[src/hw/xr_pkg.sv]
// shared XR types; address bits 15:14 pick the region and widths assume 16-bit words throughout
package xr_pkg;

    // basic data word of the XR bus
    typedef logic [15:0] word_t;

    // colour lookup entry, 4 bits per channel
    typedef struct packed {
        logic [3:0] a;
        logic [3:0] r;
        logic [3:0] g;
        logic [3:0] b;
    } argb_t;

    // memory index widths
    localparam int COLOR_W   = 8;
    localparam int TILE_W    = 13;
    localparam int TILE2_W   = 10;
    localparam int COPP_W    = 11;

    // configuration register bank
    localparam int NUM_XREGS = 8;
    localparam int XREG_AW   = 3;

    // region codes in address bits 15:14
    localparam logic [1:0] REGION_REGS  = 2'd0;
    localparam logic [1:0] REGION_TILE  = 2'd1;
    localparam logic [1:0] REGION_COLOR = 2'd2;
    localparam logic [1:0] REGION_COPP  = 2'd3;

    // color region view, bank picks playfield A or B
    typedef struct packed {
        logic [1:0]         region;
        logic [4:0]         unused;
        logic               bank;
        logic [COLOR_W-1:0] index;
    } color_addr_t;

    // tile region view, bank picks the 4K or the 1K tile memory
    typedef struct packed {
        logic [1:0]  region;
        logic        unused;
        logic        bank;
        logic [11:0] index;
    } tile_addr_view_t;

    // one XR address word, decoded as color or tile address
    typedef union packed {
        word_t           raw;
        color_addr_t     color;
        tile_addr_view_t tile;
    } xr_addr_u;

    // video side tile address, top bit is the bank
    typedef logic [TILE_W-1:0] tile_addr_t;

    // copper write request
    typedef struct packed {
        word_t addr;
        word_t data;
    } xr_wr_req_t;

    // write side of the configuration register bus
    typedef struct packed {
        logic               wr;
        logic [XREG_AW-1:0] addr;
        word_t              data;
    } xreg_bus_t;

endpackage

[src/hw/xr_config_regs.sv]
// XR configuration registers; cleared by reset, read data is combinational for the addressed register
module xr_config_regs (
    input  logic                                    clk,
    input  logic                                    rst_n_i,

    // register bus from the arbiter
    input  xr_pkg::xreg_bus_t                       xreg_i,
    output xr_pkg::word_t                           xreg_data_o,

    // all registers, towards the video side
    output xr_pkg::word_t [xr_pkg::NUM_XREGS-1:0]   cfg_o
);

    xr_pkg::word_t [xr_pkg::NUM_XREGS-1:0] regs_q;

    // register bank
    always_ff @(posedge clk or negedge rst_n_i) begin
        if (!rst_n_i) begin
            regs_q <= '0;
        end else if (xreg_i.wr) begin
            regs_q[xreg_i.addr] <= xreg_i.data;
        end
    end

    // read back the addressed register
    // the address is only XREG_AW wide, so every value hits a register
    assign xreg_data_o = regs_q[xreg_i.addr];

    // video side sees every register at once
    assign cfg_o = regs_q;

endmodule

[config.mk]
export PLATFORM = sky130hd
export DESIGN_NAME = xr_config_regs
export DESIGN_NICKNAME = d
export VERILOG_FILES = /design/src/hw/xr_pkg.sv /design/src/hw/xr_config_regs.sv
export SDC_FILE = /design/constraint.sdc
export NUM_CORES = 1
export LEC_CHECK = 0
export ABC_AREA = 1
export BUFFER_PORTS_ARGS = -buffer_cell sky130_fd_sc_hd__buf_2
export CORE_MARGIN = 1.5
export CORE_UTILIZATION = 57
export DETAILED_ROUTE_END_ITERATION = 10
export GPL_TIMING_DRIVEN = 0
export PLACE_DENSITY = 0.95
export REMOVE_ABC_BUFFERS = 1
export SKIP_CTS_REPAIR_TIMING = 1
export SLEW_MARGIN = 10
export SYNTH_ARGS = -nofsm -noshare
export SYNTH_HDL_FRONTEND = slang
export SYNTH_SLANG_ARGS = --single-unit
[constraint.sdc]
create_clock -name clk -period 4 [get_ports clk]
set_clock_uncertainty 0.2 [all_clocks]
set_input_delay 0.8 -clock clk [delete_from_list [all_inputs] [get_ports clk]]
set_output_delay 0.8 -clock clk [all_outputs]
set_load 0.005 [all_outputs]
==> results_dict.tcl <==
set metrics [dict create \
    grt_pass1_wl_mm 27.14 \
    drv_slew 0 \
    dr.pass1.iters 5 \
    crit_path_end_kind "output port" \
    synth_common_cells "nand2_1 (395), dfrtp_1 (128), inv_1 (92)" \
    die_x_um 106.4 \
    path_common_cell "nand2_1" \
    die_y_um 106.4 \
    track_usage_pct 31.29 \
    fin_cells 1119 \
    yosys_warnings 0 \
    synth-seq-cells 128 \
    io_pins 166 \
    synth_async_sr_flop_share_pct 100.0 \
    power.density_nw_per_um2 554.0 \
    area_growth_pct 23.47 \
    syn_area_um2 6095 \
    drive_gt1_share_pct 21.16 \
    worstSetupStartpointType "input pin" \
    core_um2 10370 \
    grt_max_degree 79 \
    fin_util_pct 72.56 \
    numPortBuffers 165 \
    synth_cell_type_count 15 \
    grt_pass1_vias 5308 \
    cts_buffers 17 \
    dr_total_vias 5938 \
    synth.most_common_cell "nand2_1" \
    synthDominantCellAreaShare_pct 52.56 \
    path_clk_slew_ns 0.06 \
    drc 0 \
    synth_edf_count 0 \
    leakagePower_uw 0.004339 \
    dieArea_um2 11320 \
    ys_seq_area_share_pct 52.56 \
    power_uw 4169 \
    largest_reg_flops 128 \
    hold_path.class "input pin to async pin" \
    yosysTopAreaCell "dfrtp_1" \
    dp_hpwl_mm 10.18 \
    path_buf_inv 3 \
    finalCritPeriodShare_pct 94.59 \
    critical-path-top-delay-family "buffers and inverters" \
    cts_htree_levels 4 \
    path_class "input pin to output port" \
    cpPeakStageDelay_ns 0.67 \
    drt_iter0_drc 548 \
    antenna_found_initial 0 \
    fmax_mhz 264.3 \
    crit_slowest_cell "inv_2" \
    place_area_um2 6924 \
    cp_cell_sequence "buf_4 > inv_2 > nand2_1 > nand2_1 > nand2_1 > nand2_1 > nand2_1 > nand2_1 > buf_2" \
    outcome "completed" \
    period_needed_ns 3.784 \
    wl_per_cell_um 15.16 \
    hold_viol 0 \
    syn_area_per_cell_um2 7.352 \
    dp_cells 1087 \
    fin_ws_ns 0.2163 \
    finalSetupViolCount 0 \
    rsz0062_at_grt "false" \
    drt_wl_total_mm 16.97 \
    initial_core_util_pct 58.77 \
    maxCapViolations 0 \
    via_per_inst 5.307 \
    cts.path.max_buffers 2 \
    globalplace.congestion 0.7953 \
    clk-insertion-delay-late_ns 0.50 \
    cts_root_buf "clkbuf_8" \
    antenna_left 0 \
    grt_overflow 0 \
    relSlewSlack_pct 17.49 \
    ys.flop_type "dfrtp_1" \
    diodes 0 \
    cp_max_fo 67 \
    tightest_slew_ns 1.235 \
    clkSinkCount 128 \
    crit_arrival_ns 2.78 \
    nets 992 \
    placement_rows 37 \
    synthCells 829 \
    fin_area_um2 7525 \
    critPathRequiredTime_ns 3.00 \
    synthTopCellsByArea "dfrtp_1 (53%), nand2_1 (24%), inv_1 (5.7%)" \
    cts_tree "yes" \
    vdd.ir_drop.worst_mv 0.3024 \
    preCtsSetupSlack_ns -0.3076 \
]
[kinds of logic (layout without fill, tap and decap cells)]
kind of cell / Yosys count / count (layout) / synth area share [%]
AO/OA/AOI/OAI: 128 / 128 / 10.51
flip-flops: 128 / 128 / 52.56
buffers and inverters: 141 / 295 / 9.382
AND/OR/NAND/NOR: 432 / 432 / 27.55
[layout by cell type, fill, tap and decap left out, types with 2 or more instances in the layout]
| master | netlist | routed |
|---|---|---|
| o21ai_1 | 69 | 69 |
| buf_2 | 27 | 163 |
| nand3_2 | 2 | 2 |
| inv_2 | 5 | 5 |
| nor2_4 | 1 | 2 |
| nand3_1 | 30 | 30 |
| clkinv_2 | 0 | 3 |
| clkinv_4 | 0 | 2 |
| clkbuf_16 | 0 | 16 |
| nor2_1 | 4 | 3 |
| dfrtp_1 | 128 | 128 |
| bufinv_16 | 0 | 3 |
| nand2_1 | 395 | 394 |
| clkinvlp_4 | 0 | 2 |
| o21ai_0 | 58 | 58 |
| inv_1 | 92 | 92 |
| inv_6 | 0 | 5 |
[where the power goes]
| group | internal [µW] | leakage, µW | switching [µW] |
|---|---|---|---|
| Combinational | 380 | 0.00245 | 490 |
| Clock | 958 | 0.000290 | 601 |
| Sequential | 1540 | 0.00160 | 197 |
[cell type report]
cell class	instances	area, µm²
well taps	136	170.2
clock inverters	15	181.4
inverters	97	364.1
fillers	839	2845
repair buffers	166	862.1
clock buffers	17	414.1
flip-flops and latches	128	3203
multi-input cells	560	2330
[worst reg2reg max path, cell delays in order (launching register included)]
cell	delay [ns]
dfrtp_1	0.43
nand2_1	0.10
o21ai_1	0.11
[path summary, 6_finish.rpt]
check	slack, ns	from	end	cells after the start
min in group clk	0.30	cfg_o[3]	cfg_o[3]	2
min reg2reg	0.30	cfg_o[3]	cfg_o[3]	2
max	0.22	xreg_i[16]	xreg_data_o[0]	9
max in group asynchronous	2.84	rst_n_i	cfg_o[11]	2
max reg2reg	3.01	cfg_o[57]	cfg_o[57]	2
min	0.03	rst_n_i	cfg_o[3]	1
[through the flow]
| step | TNS, ns | hold WS, ns |
|---|---|---|
| 2_1_floorplan | 0 | 0.2972 |
| 3_3_place_gp | -8.193 | 0.2855 |
| 3_5_place_dp | -4.261 | 0.2896 |
| 4_1_cts | -4.400 | 0.03437 |
| 5_1_grt | 0 | 0.05711 |
| 6_report | 0 | 0.02526 |
[per-layer routing]
layer,up-vias,routed length [µm],global-route usage [%],part of all wire [%]
met3,30,1557,5.334,9.2
met5,-,0,0,0
li1,2824,-,-,-
met1,2769,6988,42.99,41
met2,315,8121,50.97,48
met4,0,297,9.846,1.8
Power figures use the tool's default switching activity.
